===== src/include/cmd_defs.svh =====
`ifndef CMD_DEFS_SVH
`define CMD_DEFS_SVH

// link word and command field
`define CMD_DATA_W 32
`define CMD_CODE_W 5              // code sits in bits 4..0 of the command word

// command codes, anything else is unknown
`define CC_LOOPBACK 5'd1
`define CC_RD_REG   5'd2
`define CC_WR_REG   5'd3

// register numbers
`define REG_BUFFER_SIZE      32'd0    // read/write
`define REG_CHANNEL_NUM      32'd1
`define REG_POST_TRIG_SIZE   32'd2
`define REG_INITIAL_TRIG_NUM 32'd3    // writing pulses trig_num_we
`define REG_DATA_DELAY       32'd4
`define REG_CUR_TRIG_NUM     32'd5    // read only
`define REG_CUR_DATA_DELAY   32'd6    // read only
`define REG_COUNT            32'd7    // at or above is illegal

`endif


===== src/cmd_pkg.sv =====
`include "cmd_defs.svh"

package cmd_pkg;

	//////////////////////////////
	// link types

	typedef logic [`CMD_DATA_W-1:0] word_t; // one word on either stream

	// known command codes, decoded from bits 4..0 of word 1
	typedef enum logic [`CMD_CODE_W-1:0] {
		CMD_LOOPBACK = `CC_LOOPBACK,
		CMD_RD_REG   = `CC_RD_REG,
		CMD_WR_REG   = `CC_WR_REG
	} cmd_code_t;

	// kept full width so an out of range number is never aliased
	typedef logic [`CMD_DATA_W-1:0] reg_num_t;

	//////////////////////////////
	// transmit word sources

	typedef enum logic [2:0] {
		SEL_SERIAL,      // echoed serial number
		SEL_COMMAND,     // echoed command word
		SEL_INV_COMMAND, // error reply
		SEL_RX_DATA,     // loopback payload
		SEL_REG_DATA     // register read value
	} tx_sel_t;

endpackage


===== src/tx_path_if.sv =====
`timescale 1ns/1ps
`include "cmd_defs.svh"

interface tx_path_if import cmd_pkg::*; ();

	// controller -> builder
	logic capture_serial;    // rx_data is the serial number
	logic capture_command;   // rx_data is the command word
	logic load;              // load the output stage
	tx_sel_t sel;            // source for the loaded word
	logic last;              // tlast for the loaded word

	// builder -> controller
	logic full;              // output stage holds a word not yet taken
	logic [`CMD_CODE_W-1:0] code; // captured command code

	modport ctrl (
		output capture_serial, capture_command, load, sel, last,
		input full, code
	);

	modport builder (
		input capture_serial, capture_command, load, sel, last,
		output full, code
	);

endinterface


===== src/cmd_frame_ctrl.sv =====
`timescale 1ns/1ps
`include "cmd_defs.svh"

module cmd_frame_ctrl import cmd_pkg::*; (
	input logic clk,
	input logic reset,
	// receive stream control
	input logic rx_tvalid,
	input logic rx_tlast,
	output logic rx_tready,
	// transmit builder
	tx_path_if.ctrl tx,
	input logic tx_tready,
	// register bank
	output logic reg_num_le,
	output logic reg_wr_en,
	input logic reg_illegal
);

	typedef enum logic [3:0] {
		S_START,     // one idle cycle out of reset
		S_IDLE,      // wait for word 0
		S_CMD,       // wait for word 1
		S_DECODE,    // code is captured, pick a path
		S_DRAIN,     // skip words up to rx_tlast
		S_SERIAL,    // send serial number
		S_COMMAND,   // send command word
		S_LOOP,      // echo payload
		S_REG_NUM,   // take register number
		S_REG_DATA,  // take write data
		S_FINAL,     // send closing word of rd/wr/unknown
		S_DONE       // wait for last word to leave
	} state_t;

	typedef enum logic [1:0] {
		PATH_LOOP,
		PATH_RD,
		PATH_WR,
		PATH_UNK
	} path_t;

	state_t state, next_state;
	path_t path;           // path of the frame in progress
	logic frame_end;       // latest accepted word carried tlast
	logic rx_hs;
	logic can_load;        // output stage free now or freed this edge

	function automatic path_t decode_path(input logic [`CMD_CODE_W-1:0] code);
		case (code)
			CMD_LOOPBACK: decode_path = PATH_LOOP;
			CMD_RD_REG:   decode_path = PATH_RD;
			CMD_WR_REG:   decode_path = PATH_WR;
			default:      decode_path = PATH_UNK;
		endcase
	endfunction

	assign rx_hs = rx_tvalid && rx_tready;
	assign can_load = !tx.full || tx_tready;

	//////////////////////////////
	// state and frame tracking

	always_ff @(posedge clk) begin
		if (reset) begin
			state <= S_START;
			path <= PATH_UNK;
			frame_end <= 1'b0;
		end else begin
			state <= next_state;
			if (state == S_DECODE)
				path <= decode_path(tx.code); // held for the rest of the frame
			if (rx_hs)
				frame_end <= rx_tlast;
		end
	end

	//////////////////////////////
	// next state and strobes

	always_comb begin
		next_state = state;
		rx_tready = 1'b0;
		tx.capture_serial = 1'b0;
		tx.capture_command = 1'b0;
		tx.load = 1'b0;
		tx.sel = SEL_SERIAL;
		tx.last = 1'b0;
		reg_num_le = 1'b0;
		reg_wr_en = 1'b0;
		case (state)
			S_START: next_state = S_IDLE;
			S_IDLE: begin
				rx_tready = 1'b1;
				tx.capture_serial = rx_tvalid;
				if (rx_tvalid)
					next_state = S_CMD;
			end
			S_CMD: begin
				rx_tready = 1'b1;
				tx.capture_command = rx_tvalid;
				if (rx_tvalid)
					next_state = S_DECODE;
			end
			S_DECODE: begin
				// unknown command drains the frame before replying
				if (decode_path(tx.code) == PATH_UNK && !frame_end)
					next_state = S_DRAIN;
				else
					next_state = S_SERIAL;
			end
			S_DRAIN: begin
				rx_tready = 1'b1;
				if (rx_tvalid && rx_tlast)
					next_state = (path == PATH_UNK) ? S_SERIAL : S_FINAL;
			end
			S_SERIAL: begin
				if (can_load) begin
					tx.load = 1'b1;
					tx.sel = SEL_SERIAL;
					case (path)
						PATH_UNK: next_state = S_FINAL;
						PATH_WR:  next_state = S_REG_NUM; // cmd word waits for legality
						default:  next_state = S_COMMAND;
					endcase
				end
			end
			S_COMMAND: begin
				if (can_load) begin
					tx.load = 1'b1;
					tx.sel = SEL_COMMAND;
					tx.last = (path == PATH_LOOP) && frame_end; // loopback without payload
					if (path == PATH_RD)
						next_state = S_REG_NUM;
					else
						next_state = frame_end ? S_DONE : S_LOOP;
				end
			end
			S_LOOP: begin
				// one word in flight, so accept only into an empty stage
				rx_tready = !tx.full;
				if (rx_tvalid && !tx.full) begin
					tx.load = 1'b1;
					tx.sel = SEL_RX_DATA;
					tx.last = rx_tlast;
					if (rx_tlast)
						next_state = S_DONE;
				end
			end
			S_REG_NUM: begin
				rx_tready = 1'b1;
				reg_num_le = rx_tvalid;
				if (rx_tvalid) begin
					if (path == PATH_WR)
						next_state = S_REG_DATA;
					else
						next_state = rx_tlast ? S_FINAL : S_DRAIN;
				end
			end
			S_REG_DATA: begin
				rx_tready = 1'b1;
				reg_wr_en = rx_tvalid;          // bank blocks illegal writes
				if (rx_tvalid)
					next_state = rx_tlast ? S_FINAL : S_DRAIN;
			end
			S_FINAL: begin
				if (can_load) begin
					tx.load = 1'b1;
					tx.last = 1'b1;
					if (path == PATH_UNK || reg_illegal)
						tx.sel = SEL_INV_COMMAND;
					else if (path == PATH_RD)
						tx.sel = SEL_REG_DATA;
					else
						tx.sel = SEL_COMMAND;   // write acknowledge
					next_state = S_DONE;
				end
			end
			S_DONE: begin
				if (tx.full && tx_tready)
					next_state = S_IDLE;
			end
			default: next_state = S_START;
		endcase
	end

endmodule


===== src/cmd_tx_builder.sv =====
`timescale 1ns/1ps
`include "cmd_defs.svh"

module cmd_tx_builder import cmd_pkg::*; (
	input logic clk,
	input logic reset,
	input word_t rx_data,        // header words and loopback payload
	input word_t reg_rd_data,    // from the register bank
	tx_path_if.builder tx,
	// transmit stream
	output word_t tx_data,
	output logic tx_tvalid,
	output logic tx_tlast,
	input logic tx_tready
);

	word_t serial_num_reg;
	word_t command_reg;
	word_t next_word;            // mux output

	//////////////////////////////
	// header capture

	always_ff @(posedge clk) begin
		if (tx.capture_serial)
			serial_num_reg <= rx_data;
		if (tx.capture_command)
			command_reg <= rx_data;
	end

	assign tx.code = command_reg[`CMD_CODE_W-1:0]; // code field of word 1

	//////////////////////////////
	// source mux

	always_comb begin
		case (tx.sel)
			SEL_SERIAL:      next_word = serial_num_reg;
			SEL_COMMAND:     next_word = command_reg;
			SEL_INV_COMMAND: next_word = ~command_reg;   // error reply
			SEL_RX_DATA:     next_word = rx_data;
			SEL_REG_DATA:    next_word = reg_rd_data;
			default:         next_word = command_reg;
		endcase
	end

	//////////////////////////////
	// output stage

	always_ff @(posedge clk) begin
		if (tx.load)
			tx_data <= next_word;     // held until the handshake
	end

	always_ff @(posedge clk) begin
		if (reset) begin
			tx_tvalid <= 1'b0;
			tx_tlast <= 1'b0;
		end else if (tx.load) begin
			tx_tvalid <= 1'b1;        // reload may coincide with a take
			tx_tlast <= tx.last;
		end else if (tx_tready) begin
			tx_tvalid <= 1'b0;
		end
	end

	assign tx.full = tx_tvalid;

endmodule


===== src/cmd_reg_bank.sv =====
`timescale 1ns/1ps
`include "cmd_defs.svh"

module cmd_reg_bank import cmd_pkg::*; (
	input logic clk,
	input logic reset,
	input word_t rx_data,            // number or write data
	// controller
	input logic reg_num_le,
	input logic reg_wr_en,
	output logic reg_illegal,
	output word_t reg_rd_data,
	// acquisition settings
	output word_t buffer_size,       // words per buffer, 2 samples each
	output word_t channel_num,
	output word_t post_trig_size,    // words kept after the trigger
	output word_t initial_trig_num,
	output word_t data_delay,        // delay line tap
	output logic trig_num_we,
	// status readback
	input word_t current_trig_num,
	input word_t current_data_delay
);

	reg_num_t reg_num;               // latched register number
	logic wr_tried;                  // a write was attempted on reg_num
	logic in_range;
	logic read_only;
	logic wr_legal;

	assign in_range = reg_num < `REG_COUNT;
	assign read_only = (reg_num == `REG_CUR_TRIG_NUM) || (reg_num == `REG_CUR_DATA_DELAY);
	assign wr_legal = in_range && !read_only;

	// read only counts against a write, never against a read
	assign reg_illegal = !in_range || (wr_tried && read_only);

	assign trig_num_we = reg_wr_en && (reg_num == `REG_INITIAL_TRIG_NUM);

	//////////////////////////////
	// number latch

	always_ff @(posedge clk) begin
		if (reset) begin
			reg_num <= '0;
			wr_tried <= 1'b0;
		end else if (reg_num_le) begin
			reg_num <= rx_data;
			wr_tried <= 1'b0;          // new access starts as a read
		end else if (reg_wr_en) begin
			wr_tried <= 1'b1;
		end
	end

	//////////////////////////////
	// settings registers

	always_ff @(posedge clk) begin
		if (reset) begin
			buffer_size <= '0;
			channel_num <= '0;
			post_trig_size <= '0;
			initial_trig_num <= '0;
			data_delay <= '0;
		end else if (reg_wr_en && wr_legal) begin
			case (reg_num)
				`REG_BUFFER_SIZE:      buffer_size <= rx_data;
				`REG_CHANNEL_NUM:      channel_num <= rx_data;
				`REG_POST_TRIG_SIZE:   post_trig_size <= rx_data;
				`REG_INITIAL_TRIG_NUM: initial_trig_num <= rx_data;
				`REG_DATA_DELAY:       data_delay <= rx_data;
				default: ;
			endcase
		end
	end

	// read decode, zero for an illegal number
	always_comb begin
		case (reg_num)
			`REG_BUFFER_SIZE:      reg_rd_data = buffer_size;
			`REG_CHANNEL_NUM:      reg_rd_data = channel_num;
			`REG_POST_TRIG_SIZE:   reg_rd_data = post_trig_size;
			`REG_INITIAL_TRIG_NUM: reg_rd_data = initial_trig_num;
			`REG_DATA_DELAY:       reg_rd_data = data_delay;
			`REG_CUR_TRIG_NUM:     reg_rd_data = current_trig_num;
			`REG_CUR_DATA_DELAY:   reg_rd_data = current_data_delay;
			default:               reg_rd_data = '0;
		endcase
	end

endmodule


===== src/command_top.sv =====
`timescale 1ns/1ps
`include "cmd_defs.svh"

module command_top import cmd_pkg::*; (
	input logic clk,
	input logic reset,
	// receive stream from the master FPGA
	input word_t rx_data,
	input logic rx_tvalid,
	input logic rx_tlast,
	output logic rx_tready,
	// transmit stream to the master FPGA
	output word_t tx_data,
	output logic tx_tvalid,
	output logic tx_tlast,
	input logic tx_tready,
	// acquisition settings and status
	output word_t buffer_size,
	output word_t channel_num,
	output word_t post_trig_size,
	output word_t initial_trig_num,
	output logic trig_num_we,
	input word_t current_trig_num,
	output word_t data_delay,
	input word_t current_data_delay
);

	logic reg_num_le, reg_wr_en, reg_illegal;
	word_t reg_rd_data;

	tx_path_if tx_path ();   // controller to builder

	//////////////////////////////
	// frame parsing and reply sequencing
	cmd_frame_ctrl cmd_frame_ctrl (
		.clk(clk),
		.reset(reset),
		.rx_tvalid(rx_tvalid),
		.rx_tlast(rx_tlast),
		.rx_tready(rx_tready),
		.tx(tx_path.ctrl),
		.tx_tready(tx_tready),
		.reg_num_le(reg_num_le),
		.reg_wr_en(reg_wr_en),
		.reg_illegal(reg_illegal)
	);

	// header registers and transmit output stage
	cmd_tx_builder cmd_tx_builder (
		.clk(clk),
		.reset(reset),
		.rx_data(rx_data),
		.reg_rd_data(reg_rd_data),
		.tx(tx_path.builder),
		.tx_data(tx_data),
		.tx_tvalid(tx_tvalid),
		.tx_tlast(tx_tlast),
		.tx_tready(tx_tready)
	);

	// settings registers
	cmd_reg_bank cmd_reg_bank (
		.clk(clk),
		.reset(reset),
		.rx_data(rx_data),
		.reg_num_le(reg_num_le),
		.reg_wr_en(reg_wr_en),
		.reg_illegal(reg_illegal),
		.reg_rd_data(reg_rd_data),
		.buffer_size(buffer_size),
		.channel_num(channel_num),
		.post_trig_size(post_trig_size),
		.initial_trig_num(initial_trig_num),
		.data_delay(data_delay),
		.trig_num_we(trig_num_we),
		.current_trig_num(current_trig_num),
		.current_data_delay(current_data_delay)
	);

endmodule


===== config.mk =====
export PLATFORM = sky130hd
export DESIGN_NAME = command_top
export DESIGN_NICKNAME = d
export VERILOG_FILES = /design/src/cmd_pkg.sv /design/src/tx_path_if.sv /design/src/cmd_frame_ctrl.sv /design/src/cmd_tx_builder.sv /design/src/cmd_reg_bank.sv /design/src/command_top.sv
export VERILOG_INCLUDE_DIRS = /design/src /design/src/include
export SDC_FILE = /design/constraint.sdc
export NUM_CORES = 1
export LEC_CHECK = 0
export ABC_AREA = 0
export BUFFER_PORTS_ARGS = -buffer_cell sky130_fd_sc_hd__buf_2
export CAP_MARGIN = 20
export CORE_ASPECT_RATIO = 1.2
export CORE_MARGIN = 3
export CORE_UTILIZATION = 50
export CTS_CLUSTER_DIAMETER = 60
export CTS_CLUSTER_SIZE = 14
export DETAILED_ROUTE_END_ITERATION = 10
export GPL_ROUTABILITY_DRIVEN = 1
export PLACE_DENSITY_LB_ADDON = 0.2
export REMOVE_ABC_BUFFERS = 1
export SETUP_SLACK_MARGIN = 0.4
export SLEW_MARGIN = 20
export SYNTH_ARGS = -nofsm -noshare
export SYNTH_HDL_FRONTEND = slang
export SYNTH_HIERARCHICAL = 1
export SYNTH_SLANG_ARGS = --single-unit

===== constraint.sdc =====
create_clock -name clk -period 3.2 [get_ports clk]
set_input_delay 0.64 -clock clk [delete_from_list [all_inputs] [get_ports clk]]
set_output_delay 0.64 -clock clk [all_outputs]
set_load 0.01 [all_outputs]

==> results.json, run 1 <==
{
  "finalWirelength_mm": 43.03,
  "numCtsBuffers": 26,
  "drive_gt1_share_pct": 29.81,
  "netlist_instances": 1385,
  "arrival_ns": 3.06,
  "drc": 0,
  "synth_edf_count": 96,
  "critPathKind": "flop to flop",
  "p_leak_nw": 7.507,
  "grt_pass1_vias": 11280,
  "synth.distinct_cells": 64,
  "endpoint_kind": "flop",
  "drtAntennaViolNets": 0,
  "synth_area_leaders": "dfxtp_1 27%, edfxtp_1 19%, mux2i_1 15%, nand2b_1 11%, mux4_2 4.8%",
  "finalHoldViolations": 0,
  "initial_core_util_pct": 51.59,
  "io_buffers": 296,
  "clk_latency_ns": 0.54,
  "final_nets": 1748,
  "multi_input_area_um2": 7640,
  "fin_skew_ns": 0.01864,
  "fin_cells": 2053,
  "required_ns": 3.47,
  "drt_first_pass_iters": 4,
  "dp.cells": 1983,
  "p_per_area_nw_per_um2": 556.6,
  "post_dp_cell_area_um2": 16780,
  "yosys.area.top_type": "dfxtp_1",
  "tightestPinTransition_ns": 0.6556,
  "drtIter0Drc": 985,
  "syn_area_um2": 15060,
  "path_delay_family": "simple AND/OR/NAND/NOR gates",
  "dp_hpwl_mm": 27.93,
  "synth_warnings": 6,
  "start_kind": "flop",
  "num-fill-cells": 2348,
  "ioPinCount": 297,
  "stdcell_area_um2": 18170,
  "maxSlewViolCount": 0,
  "routedWlPerCell_um": 20.96,
  "die-area_um2": 32240,
  "drv_cap": 0,
  "gp_congestion": 0.8704,
  "critical-path-max-stage-delay_ns": 0.40,
  "antenna_found_initial": 2,
  "ctsHtreeMaxLevel": 1,
  "seq_area_frac_synth_pct": 46.00,
  "max-vdd-ir-drop_mv": 0.6359,
  "period_needed_ns": 2.792,
  "critPathBufInv": 3,
  "grt_max_degree": 103,
  "syn_to_final_growth_pct": 20.71,
  "cts_tree": "built",
  "yosys_most_used_dff": "dfxtp_1",
  "die_w_um": 164.4,
  "async_flop_share_pct": 0,
  "core_um2": 29180,
  "hold_path.class": "primary input to flop",
  "overflow": 0,
  "die-height_um": 196.1,
  "crit_path_cell_trace": "nor2_1, nand2_1, or3_1, or3_1, o211ai_1, buf_4, clkbuf_16, nand2b_4, clkbuf_16, o32ai_1, nor3_1",
  "cts_max_path_buffers": 3,
  "fmax_ghz": 0.3582,
  "routed_via_density": 5.707,
  "grt_pass1_wl_mm": 65.16,
  "rsz0062_at_grt": "true",
  "synth_top_area_share_pct": 26.86,
  "synth-seq-cells": 298,
  "status": "finished, final reports clean",
  "vias": 11720,
  "regArea_um2": 6942,
  "layout_common_cells": "295 x buf_2, 251 x nand2b_1, 230 x mux2i_1",
  "max-slew-margin-rel_pct": 56.13,
  "path_clk_slew_ns": 0.07,
  "period_share_pct": 87.24,
  "avgSynthCellArea_um2": 10.87,
  "cp_max_fo": 8,
  "num_rows": 68,
  "cts.sinks": 298,
  "critical-path-slowest-cell": "or3_1",
  "utilization_pct": 62.28,
  "layout_commonest_cell": "buf_2",
  "setup_viol": 0,
  "grt_use_total_pct": 25.39,
  "ctsRootBufferMaster": "clkbuf_16"
}
[routing by layer]
layer / vias up / share of wire (%) / track usage (%) / routed length [um]
met3: 53 / 6.0 / 4.414 / 2591
met2: 368 / 50 / 43.50 / 21340
met4: 0 / 1.9 / 4.879 / 797
met5: - / 0 / 0 / 0
li1: 5529 / - / - / -
met1: 5766 / 43 / 34.00 / 18300
[stage by stage]
stage	power [W]	setup WS (ns)	hold slack [ns]	setup TNS [ns]
final	0.01012	0.4084	0.3597	0
after detailed placement	0.006890	0.1873	0.4735	0
after CTS	0.01002	0.4209	0.3454	0
after global placement	0.006857	0.2289	0.4683	0
after floorplan	0.005885	-3.479	0.4608	-193.50
after global routing	0.01054	0.3126	0.3424	0
[what timing repair did]
action	in CTS	in global routing
resized for setup	11	58
endpoints found under the setup margin	21	33
setup buffers	9	5
hold buffers	0	0
pin swaps	5	28
gates cloned	3	3
[cell usage after synthesis, types with 3 or more instances]
cell type / instances
nor4_1: 8
a211oi_1: 35
buf_1: 3
a22oi_1: 12
dfxtp_1: 202
o21ba_1: 16
clkbuf_1: 48
a311oi_1: 17
and3_1: 3
o21ai_1: 7
nand2_1: 12
buf_12: 4
edfxtp_1: 96
a21oi_1: 43
nand4_4: 3
a32oi_1: 16
mux2i_1: 230
and4_1: 3
a31oi_1: 4
inv_1: 4
nor2_1: 132
buf_6: 18
o211ai_1: 24
nand3_1: 5
o21ai_0: 8
mux4_2: 32
o32ai_1: 17
nand2b_1: 254
buf_4: 18
nor3_1: 25
buf_2: 36
mux2_2: 4
and2_1: 3
nor2b_1: 9
[area by class of cell]
| class | instances | share of cell area (%) |
|---|---|---|
| well taps | 385 | 2.650 |
| flip-flops and latches | 298 | 38.19 |
| repair buffers | 361 | 12.54 |
| clock inverters | 4 | 0.1377 |
| clock buffers | 44 | 4.234 |
| diodes | 1 | 0.01377 |
| multi-input cells | 954 | 42.04 |
| inverters | 6 | 0.1928 |
[cell families (layout without fill, tap and decap cells)]
group / count (synthesis) / count (layout) / share of synthesized area, %
buffers and inverters: 133 / 415 / 5.426
AND/OR/NAND/NOR: 470 / 470 / 17.38
XOR/XNOR: 2 / 2 / 0.1164
multiplexers: 266 / 266 / 20.38
adder cells (fa/ha/maj): 1 / 1 / 0.06648
AO/OA/AOI/OAI: 215 / 215 / 10.63
other: 0 / 1 / 0
flip-flops: 298 / 298 / 46.00
[power by group]
group	total [W]	internal (W)	switching, W
logic	0.00261	0.00102	0.00160
registers	0.00446	0.00428	0.000180
clock network	0.00304	0.00164	0.00140
total	0.0101	0.00694	0.00318
[final timing paths]
check             cells after the start                                            from                                             end  slack, ns
hold reg to reg                       2  cmd_reg_bank/initial_trig_num[15]$_SDFFE_PP0P_  cmd_reg_bank/initial_trig_num[15]$_SDFFE_PP0P_       0.49
setup / recovery                     11            cmd_frame_ctrl/state[2]$_SDFFE_PP0P_            cmd_tx_builder/tx_data[30]$_DFFE_PP_       0.41
setup reg to reg                     11            cmd_frame_ctrl/state[2]$_SDFFE_PP0P_            cmd_tx_builder/tx_data[30]$_DFFE_PP_       0.41
hold / removal                        1                                     rx_data[31]     cmd_tx_builder/serial_num_reg[31]$_DFFE_PP_       0.36
(Power assumes the default switching activity.)
==> run 2, diff against run 1 <==
--- a/config.mk
+++ b/config.mk
@@ -9,9 +9,8 @@
 export ABC_AREA = 0
 export BUFFER_PORTS_ARGS = -buffer_cell sky130_fd_sc_hd__buf_2
 export CAP_MARGIN = 20
-export CORE_ASPECT_RATIO = 1.2
 export CORE_MARGIN = 3
-export CORE_UTILIZATION = 50
+export CORE_UTILIZATION = 60
 export CTS_CLUSTER_DIAMETER = 60
 export CTS_CLUSTER_SIZE = 14
 export DETAILED_ROUTE_END_ITERATION = 10
==> constraint.sdc (replaced) <==
create_clock -name clk -period 3.3 [get_ports clk]
set_input_delay 0.66 -clock clk [delete_from_list [all_inputs] [get_ports clk]]
set_output_delay 0.66 -clock clk [all_outputs]
set_load 0.01 [all_outputs]
==> results.json, run 2 (synthesis results as in run 1) <==
{
  "critPathKind": "flop to flop",
  "holdBufCountCts": 0,
  "gr-usage-met2_pct": 50.51,
  "gp_congestion": 0.9198,
  "finalWirelength_mm": 42.41,
  "maxSlewViolCount": 0,
  "setup_viol": 0,
  "numCtsBuffers": 25,
  "critical-path-max-stage-delay_ns": 0.36,
  "fin_skew_ns": 0.02290,
  "p_leak_nw": 7.325,
  "cts_tree": "built",
  "rsz0062_at_grt": "true",
  "die-height_um": 164.4,
  "fmax_ghz": 0.3555,
  "grt_pass1_wl_mm": 64.26,
  "ctsHtreeMaxLevel": 1,
  "cts_max_path_buffers": 3,
  "routedWlPerCell_um": 21.37,
  "drt_first_pass_iters": 5,
  "antenna_found_initial": 2,
  "final_nets": 1741,
  "grt_util_met3_pct": 5.894,
  "regArea_um2": 6939,
  "drc": 0,
  "num_rows": 57,
  "layout_common_cells": "295 x buf_2, 254 x nand2b_1, 230 x mux2i_1",
  "grt_max_degree": 83,
  "critical-path-slowest-cell": "or3_1",
  "core_um2": 24460,
  "cts.sinks": 298,
  "die_w_um": 164.4,
  "cp_max_fo": 11,
  "p_per_area_nw_per_um2": 538.1,
  "max-vdd-ir-drop_mv": 0.7012,
  "hold_path.class": "primary input to flop",
  "arrival_ns": 3.07,
  "initial_core_util_pct": 61.55,
  "endpoint_kind": "flop",
  "ioPinCount": 297,
  "status": "finished, final reports clean",
  "die-area_um2": 27030,
  "multi_input_area_um2": 7443,
  "overflow": 0,
  "drv_cap": 0,
  "period_needed_ns": 2.813,
  "start_kind": "flop",
  "routed_via_density": 6.041,
  "path_clk_slew_ns": 0.07,
  "dp_hpwl_mm": 27.29,
  "required_ns": 3.56,
  "io_buffers": 296,
  "max-slew-margin-rel_pct": 24.11,
  "grt_pass1_vias": 11730,
  "vias": 11990,
  "period_share_pct": 85.24,
  "ctsRootBufferMaster": "clkbuf_16",
  "drtIter0Drc": 1025,
  "layout_commonest_cell": "buf_2",
  "drtAntennaViolNets": 0,
  "grt_use_total_pct": 30.13,
  "finalHoldViolations": 0,
  "holdWs_ns": 0.3795,
  "power_w": 0.009496,
  "tightestPinTransition_ns": 1.134,
  "drive_gt1_share_pct": 27.62,
  "syn_to_final_growth_pct": 17.19,
  "grt.busiest_layer": "met2",
  "grt_use_met1_pct": 39.45,
  "num-fill-cells": 1822,
  "clk_latency_ns": 0.54,
  "crit_path_cell_trace": "nor4_1, and4_4, nand2_2, a21o_1, or3_1, o211ai_1, bufbuf_16, nand2b_1, buf_4, o32ai_1, nor3_1"
}
run 2: cell count changes in the layout (fill, tap and decap cells not counted), moves of 4 or more:
| cell | before | now |
|---|---|---|
| a311oi_1 | 8 | 16 |
| a311oi_2 | 9 | 1 |
| buf_4 | 36 | 43 |
| buf_6 | 8 | 4 |
| clkbuf_16 | 31 | 25 |
| o32ai_1 | 10 | 17 |
| o32ai_2 | 5 | 0 |
run 2: power breakdown:
| part | switching [W] | total, W | internal [W] |
|---|---|---|---|
| clock | 0.00128 | 0.00272 | 0.00144 |
| sequential | 0.000160 | 0.00431 | 0.00415 |
| combinational | 0.00154 | 0.00246 | 0.000920 |
| total | 0.00298 | 0.00950 | 0.00652 |
run 2: what timing repair did:
item	4_1_cts	5_1_grt
setup buffers	1	7
cloned	3	0
resized for setup	5	18
endpoints found under the setup margin	28	30
pin swaps	0	4
run 2: worst paths after layout:
check,slack [ns],end,depth (start not counted),from
max,0.49,cmd_tx_builder/tx_data[7]$_DFFE_PP_,11,cmd_reg_bank/reg_num[16]$_SDFFE_PP0P_
min,0.38,cmd_tx_builder/serial_num_reg[21]$_DFFE_PP_,1,rx_data[21]
max reg2reg,0.49,cmd_tx_builder/tx_data[7]$_DFFE_PP_,11,cmd_reg_bank/reg_num[16]$_SDFFE_PP0P_
min reg2reg,0.48,cmd_reg_bank/post_trig_size[7]$_SDFFE_PP0P_,2,cmd_reg_bank/post_trig_size[7]$_SDFFE_PP0P_
run 2: per-stage QoR:
stage,std cells,utilization [%],TNS (ns),setup slack [ns],instance area (um2)
2_1_floorplan,1258,-,-171.10,-3.379,14270
3_3_place_gp,1926,68.35,0,0.2615,16720
3_5_place_dp,1926,68.35,0,0.1663,16720
4_1_cts,1975,71.57,0,0.4059,17510
5_1_grt,1983,72.12,0,0.3536,17640
6_report,1984,72.13,0,0.4870,17650
run 2: area by class of cell:
| cell class | count | share of cell area [%] |
|---|---|---|
| flip-flops and latches | 298 | 39.32 |
| repair buffers | 355 | 11.94 |
| diodes | 2 | 0.02836 |
| well taps | 324 | 2.297 |
| clock inverters | 3 | 0.1064 |
| clock buffers | 42 | 3.964 |
| inverters | 6 | 0.1560 |
| multi-input cells | 954 | 42.18 |
run 2: worst max-delay path: cells and delay by family (launching register included):
family	cells	cell delay (ns)
flip-flops	1	0.32
AND/OR/NAND/NOR	6	1.25
buffers and inverters	2	0.51
AO/OA/AOI/OAI	3	0.45
run 2: per-layer routing:
layer / part of all wire, % / vias to the layer above
li1: - / 5522
met1: 41 / 5830
met2: 48 / 543
met3: 8.4 / 89
met4: 3.0 / 2
met5: 0.026 / -
==> run 3, diff against run 2 <==
--- a/config.mk
+++ b/config.mk
@@ -9,6 +9,7 @@
 export ABC_AREA = 0
 export BUFFER_PORTS_ARGS = -buffer_cell sky130_fd_sc_hd__buf_2
 export CAP_MARGIN = 20
+export CORE_ASPECT_RATIO = 0.9
 export CORE_MARGIN = 3
 export CORE_UTILIZATION = 60
 export CTS_CLUSTER_DIAMETER = 60
==> results.json, run 3 (synthesis results as in run 1) <==
{
  "max-vdd-ir-drop_mv": 0.4815,
  "min_path_cells": 1,
  "gp_congestion": 0.9021,
  "final_nets": 1750,
  "critPathKind": "flop to flop",
  "drtAntennaViolNets": 0,
  "drive_gt1_share_pct": 28.72,
  "rsz0062_at_grt": "false",
  "max-slew-margin-rel_pct": 28.56,
  "place_ws_ns": 0.1476,
  "cts.sinks": 298,
  "stdcell_area_um2": 17900,
  "antenna_found_initial": 2,
  "grt_max_degree": 70,
  "num_rows": 54,
  "seqPwrFrac_pct": 44.9,
  "required_ns": 3.58,
  "overflow": 0,
  "numCtsBuffers": 26,
  "fin_tns_setup_ns": 0,
  "routed_via_density": 6.075,
  "setup_viol": 0,
  "initial_core_util_pct": 61.56,
  "utilization_pct": 73.18,
  "ctsHtreeMaxLevel": 1,
  "switchingPower_w": 0.003017,
  "tightestPinTransition_ns": 1.068,
  "period_needed_ns": 2.870,
  "status": "finished, final reports clean",
  "switching_share_pct": 31.32,
  "finalWirelength_mm": 43.42,
  "arrival_ns": 3.15,
  "grt_use_total_pct": 30.49,
  "cts_max_path_buffers": 3,
  "layout_commonest_cell": "buf_2",
  "p_leak_nw": 7.448,
  "p_per_area_nw_per_um2": 538.1,
  "io_buffers": 296,
  "path_clk_slew_ns": 0.07,
  "r2r_slack_ns": 0.43,
  "ff2ff_path_depth": 12,
  "start_kind": "flop",
  "p_comb_share_pct": 25.2,
  "ctsRootBufferMaster": "clkbuf_16",
  "finalHoldViolations": 0,
  "core_um2": 24460,
  "reg2reg_from": "cmd_reg_bank/reg_num[15]$_SDFFE_PP0P_",
  "cp_max_fo": 7,
  "holdPathEnd": "cmd_tx_builder/command_reg[11]$_DFFE_PP_",
  "fmax_ghz": 0.3484,
  "endpoint_kind": "flop",
  "hold_path.class": "primary input to flop",
  "fin_ws_ns": 0.4297,
  "clk_latency_ns": 0.53,
  "die_w_um": 173.0,
  "period_share_pct": 86.98,
  "cp-startpoint": "cmd_reg_bank/reg_num[15]$_SDFFE_PP0P_",
  "die-area_um2": 27030,
  "dp_hpwl_mm": 28.00,
  "drt_first_pass_iters": 7,
  "drtIter0Drc": 1043,
  "drv_cap": 0,
  "vias": 12180,
  "routedWlPerCell_um": 21.65,
  "fin_skew_ns": 0.02148,
  "min_from": "rx_data[11]",
  "ioPinCount": 297,
  "die-height_um": 156.3,
  "cts_tree": "built",
  "reg2reg_to": "cmd_tx_builder/tx_data[7]$_DFFE_PP_",
  "maxSlewViolCount": 0,
  "grt_pass1_vias": 11930,
  "dp.cells": 1937,
  "grt_pass1_wl_mm": 66.74,
  "num-fill-cells": 1800,
  "post_dp_cell_area_um2": 16670,
  "fin_cells": 2005,
  "layout_common_cells": "295 x buf_2, 252 x nand2b_1, 230 x mux2i_1",
  "internal_power_w": 0.006615,
  "clkPwrFrac_pct": 29.9,
  "syn_to_final_growth_pct": 18.87,
  "drc": 0
}
==> run 3: cell types whose count changed in the layout (fill, tap and decap cells not counted), moves of 2 or more <==
cell,delta
nand2b_1,-2
buf_4,+3
a311oi_2,+3
buf_12,-3
nand2b_4,+2
a311oi_1,-3
buf_6,+4
o32ai_1,-5
o32ai_2,+5
and4_1,+2
clkbuf_16,+7
and4_4,-2
==> run 3: power groups by stage <==
stage	clock network (W)	registers, W	logic (W)
floorplan	0	0.00451	0.00119
global placement	0	0.00437	0.00222
detailed placement	0	0.00438	0.00226
CTS	0.00290	0.00431	0.00230
global route	0.00305	0.00435	0.00259
finish	0.00288	0.00432	0.00243
==> run 3: through the flow <==
step	hold slack [ns]	total power, W
global placement	0.4661	0.006593
detailed placement	0.4776	0.006640
global route	0.3771	0.009995
finish	0.3827	0.009631
CTS	0.3672	0.009511
floorplan	0.4608	0.005707
==> run 3: worst max-delay path by stage <==
stage                                                 to  slack [ns]  cells past startpoint
floorplan            cmd_tx_builder/tx_data[0]$_DFFE_PP_       -3.38                      7
global placement     cmd_tx_builder/tx_data[2]$_DFFE_PP_        0.23                     10
detailed placement  cmd_tx_builder/tx_data[24]$_DFFE_PP_        0.15                     10
CTS                 cmd_tx_builder/tx_data[24]$_DFFE_PP_        0.41                     11
global route        cmd_tx_builder/tx_data[11]$_DFFE_PP_        0.38                     12
finish               cmd_tx_builder/tx_data[7]$_DFFE_PP_        0.43                     12
==> run 3: area by class of cell <==
class / count / area, um2 / area share (%)
Clock inverter: 4 / 31.28 / 0.1748
Tap cell: 336 / 420.4 / 2.349
Sequential cell: 298 / 6937 / 38.76
Inverter: 6 / 27.53 / 0.1538
Clock buffer: 43 / 745.7 / 4.166
Multi-Input combinational cell: 954 / 7527 / 42.06
Antenna cell: 1 / 2.502 / 0.01398
Timing Repair Buffer: 363 / 2207 / 12.33
==> run 3: per-layer routing <==
metal | routed length, um | global-route usage [%] | up-vias
li1 | - | - | 5554
met1 | 17880 | 40.79 | 5945
met2 | 20420 | 50.01 | 583
met3 | 3957 | 6.817 | 96
met4 | 1154 | 9.572 | 2
met5 | 13 | 0 | -
==> run 3: what timing repair did <==
item / CTS / global route
hold endpoints to repair: 0 / 0
pin swaps: 1 / 16
cloned: 1 / 6
setup buffers: 3 / 10
hold buffers: 0 / 0
resized for setup: 12 / 32
endpoints found under the setup margin: 33 / 30
==> run 3: critical path, cell delays in order, from the launching register on <==
cell and delay [ns]:
dfxtp_1 0.34, nor4_4 0.36, and4_1 0.27, nand2_2 0.09, a21o_1 0.21, or3_1 0.32, o211ai_1 0.14, buf_4 0.23
buf_12 0.14, buf_8 0.12, nand2b_4 0.05, a311oi_1 0.26, nor3_1 0.08
